--- config.mk ---
export PLATFORM = sky130hd
export DESIGN_NAME = run_sequencer
export DESIGN_NICKNAME = d
export VERILOG_FILES = /design/src/design/run_sequencer.sv
export SDC_FILE = /design/constraint.sdc
export NUM_CORES = 1
export LEC_CHECK = 0
export BUFFER_PORTS_ARGS = -buffer_cell sky130_fd_sc_hd__buf_2
export CAP_MARGIN = 20
export CORE_AREA = 10 10 47 49
export CTS_BUF_LIST = sky130_fd_sc_hd__clkbuf_8
export DETAILED_ROUTE_END_ITERATION = 8
export DIE_AREA = 0 0 57 59
export GPL_ROUTABILITY_DRIVEN = 0
export PLACE_DENSITY = 0.46
export SYNTH_ARGS = -nofsm -noshare
export SYNTH_HDL_FRONTEND = slang
export SYNTH_SLANG_ARGS = --single-unit
--- constraint.sdc ---
create_clock -name clk -period 1.2 [get_ports clk]
set_input_delay 0.12 -clock clk [delete_from_list [all_inputs] [get_ports clk]]
set_output_delay 0.12 -clock clk [all_outputs]
set_load 0.01 [all_outputs]
--- src/design/run_sequencer.sv ---
`timescale 1ns/1ps

module run_sequencer #(
   parameter int NUM_LANES = 4
) (
   input  logic                 clk,
   input  logic                 rst,
   input  logic                 run_i,
   input  logic                 ping_pong_i,
   input  logic [NUM_LANES-1:0] lane_done_i,
   output logic                 lane_run_o,
   output logic                 ping_pong_o,
   output logic                 half_o,
   output logic                 done_o
);

   logic busy_q;

   always_ff @(posedge clk or posedge rst) begin
      if (rst) begin
         lane_run_o  <= 1'b0;
         ping_pong_o <= 1'b0;
         half_o      <= 1'b0;
         busy_q      <= 1'b0;
         done_o      <= 1'b1;
      end else begin
         lane_run_o <= run_i;
         if (run_i) begin
            ping_pong_o <= ping_pong_i;
            // half flips every run, stays at 0 without ping-pong
            half_o      <= ping_pong_i ? ~half_o : 1'b0;
            busy_q      <= 1'b1;
            done_o      <= 1'b0;
         end else if (busy_q && !lane_run_o && (&lane_done_i)) begin
            // lane done flags are stale during the run pulse itself
            busy_q <= 1'b0;
            done_o <= 1'b1;
         end
      end
   end

endmodule

==> metrics <==
vias in the first global route=231; Cell Area, Synth=208 sq um; Worst-Margin Slew=191 ps; Die Wd=57 um; postcts setup bufs=0; routed wire length=524 um; final worst-path cycle share=0.815; cts bufs inserted=3; Root Buffer=clkbuf_8; Peak VDD IR=0.000504 V; Nets=41; Hold Crit Class=in2reg; IO Pins=12; gr usage total=0.0390; post-route cell area=338 sq um; final total power=538 uW; antenna diode count=0; die footprint=3360 sq um; worst r2r dst=busy_q; Data arrival, critical path=860 ps; CP Data Required Time=1080 ps; Syn Nets=24; fmax=1020 MHz; Routed WL per cell=10.9 um; Worst-path clk slew=40 ps; status=finished, final reports clean; Critical-path top delay cell=dfstp_2; Setup crit end kind=output pin; hold path cells=1; Initial Utilization=0.148; area of the multi-input gates=70.1 sq um; hold slack=102 ps; Setup CP Type=reg2out; Seq cells post-synth=5; most common cell after layout, fill and taps aside=buf_2; port bufs=11; largest net degree at the start of global routing=8; Clock Skew=1.22 ps; CTS Hold Bufs=1; PostCTS Resize Cnt=0; setup TNS=0 ps; Setup violations, final=0; CTS max path bufs=2; r2r setup slk=320 ps; CP peak stage delay=510 ps; final hold vios=0; Cell variety after synth=10; CP Cell Sequence=buf_2; worst path bufs/invs=1; CP delay by family, top=flip-flops; CORE AREA=1400 sq um; Reg2Reg Depth=2; # DRC=0; most frequent cells in the layout=buf_2 (11), inv_1 (4), dfrtp_1 (4); post-synthesis sequential area ratio=0.608; top-area cell type share of the netlist area=0.482; worst relative slew slack=0.872; P per Cell Area=1590 nW/um^2; max-slew violation count=0; Critical Path Fanout Max=2; static leakage=0.163 nW; ANT nets after route=0; first-pass GRT wire length=931 um; Initial DRT Pass Iterations=2; Die Y=59 um; number of vias per cell=3.60; Iteration-0 DRC Markers=1; Min Clock Period, post-route=978 ps; Hold EP=lane_run_o; synthesized area per cell=13.0 sq um; H-tree depth=1; top cells by area, synth=dfrtp_1 (48%), nand4bb_4 (13%), dfstp_2 (13%); DR vias=173; RSZ-0062 raised after global routing=no; Max-cap violations=0; initial antenna violation count=0; filler cell count in the final layout=162; dpl cell area=283 sq um; critical path launch point type=register; yosys warns=0; Area Growth Syn to Fin=62.7%; storage element area=126 sq um; worst reg2reg startpoint=lane_run_o; # rows=14; Syn Inst Count=16; clock sink count=5; CTS tree=yes; grt ovf=0; top cell type by total area after synthesis=dfrtp_1; Util after Layout=0.241; hold path startpoint=run_i; layout cells sized above 1=0.500; clock latency at the later pin of the worst-skew pair=220 ps
==> cell families after synthesis <==
group	Yosys count	share of synthesized area
muxes	1	0.0482
buffers and inverters	3	0.0542
AOI/OAI and AO/OA	3	0.0964
and+or+nand+nor	4	0.193
DFF	5	0.608
==> final cells by class <==
type / count / share of cell area
multi-input cells: 8 / 0.207
well taps: 16 / 0.0593
flip-flops and latches: 5 / 0.374
repair buffers: 12 / 0.193
inverters: 3 / 0.0333
clock inverters: 1 / 0.0111
clock buffers: 3 / 0.122
==> power breakdown <==
| part | switching (mW) | total (mW) | internal (mW) |
|---|---|---|---|
| clock network | 0.0820 | 0.301 | 0.219 |
| registers | 0.00563 | 0.186 | 0.180 |
| logic | 0.0248 | 0.0513 | 0.0266 |
| total | 0.112 | 0.538 | 0.426 |
==> synth_stat cells <==
cell and instances:
dfrtp_1 4, dfstp_2 1, inv_1 3, mux2i_1 1
nand2_1 2, nand3_1 1, nand4bb_4 1, o21ai_0 1
o22a_1 1, o22ai_1 1
==> per-stage QoR <==
| stage | instances | worst slack [ps] |
|---|---|---|
| after floorplan | 16 | 290 |
| after global placement | 43 | 339 |
| after detailed placement | 43 | 309 |
| after CTS | 48 | 212 |
| after global routing | 48 | 188 |
| final | 48 | 222 |
==> worst max-delay path by stage <==
| stage | from | endpoint | slack, ps | cells past startpoint |
|---|---|---|---|---|
| finish | done_o | done_o | 220 | 1 |
| detailed placement | lane_run_o | busy_q | 310 | 2 |
| global placement | lane_run_o | busy_q | 340 | 2 |
| global route | done_o | done_o | 190 | 1 |
| CTS | done_o | done_o | 210 | 1 |
| floorplan | lane_run_o | busy_q | 290 | 2 |
==> flip-flops by register name, summed over array words and instances, names as in the netlist <==
register,count
busy_q,1
done_o,1
half_o,1
lane_run_o,1
ping_pong_o,1
==> layer usage <==
| layer | wire length [um] | GRT usage |
|---|---|---|
| met1 | 288 | 0.0456 |
| met2 | 155 | 0.0357 |
| met3 | 80 | 0.0365 |
| met4 | 0 | 0.0403 |
| met5 | 0 | 0 |
Note: power is estimated with default switching activity, not from simulation.
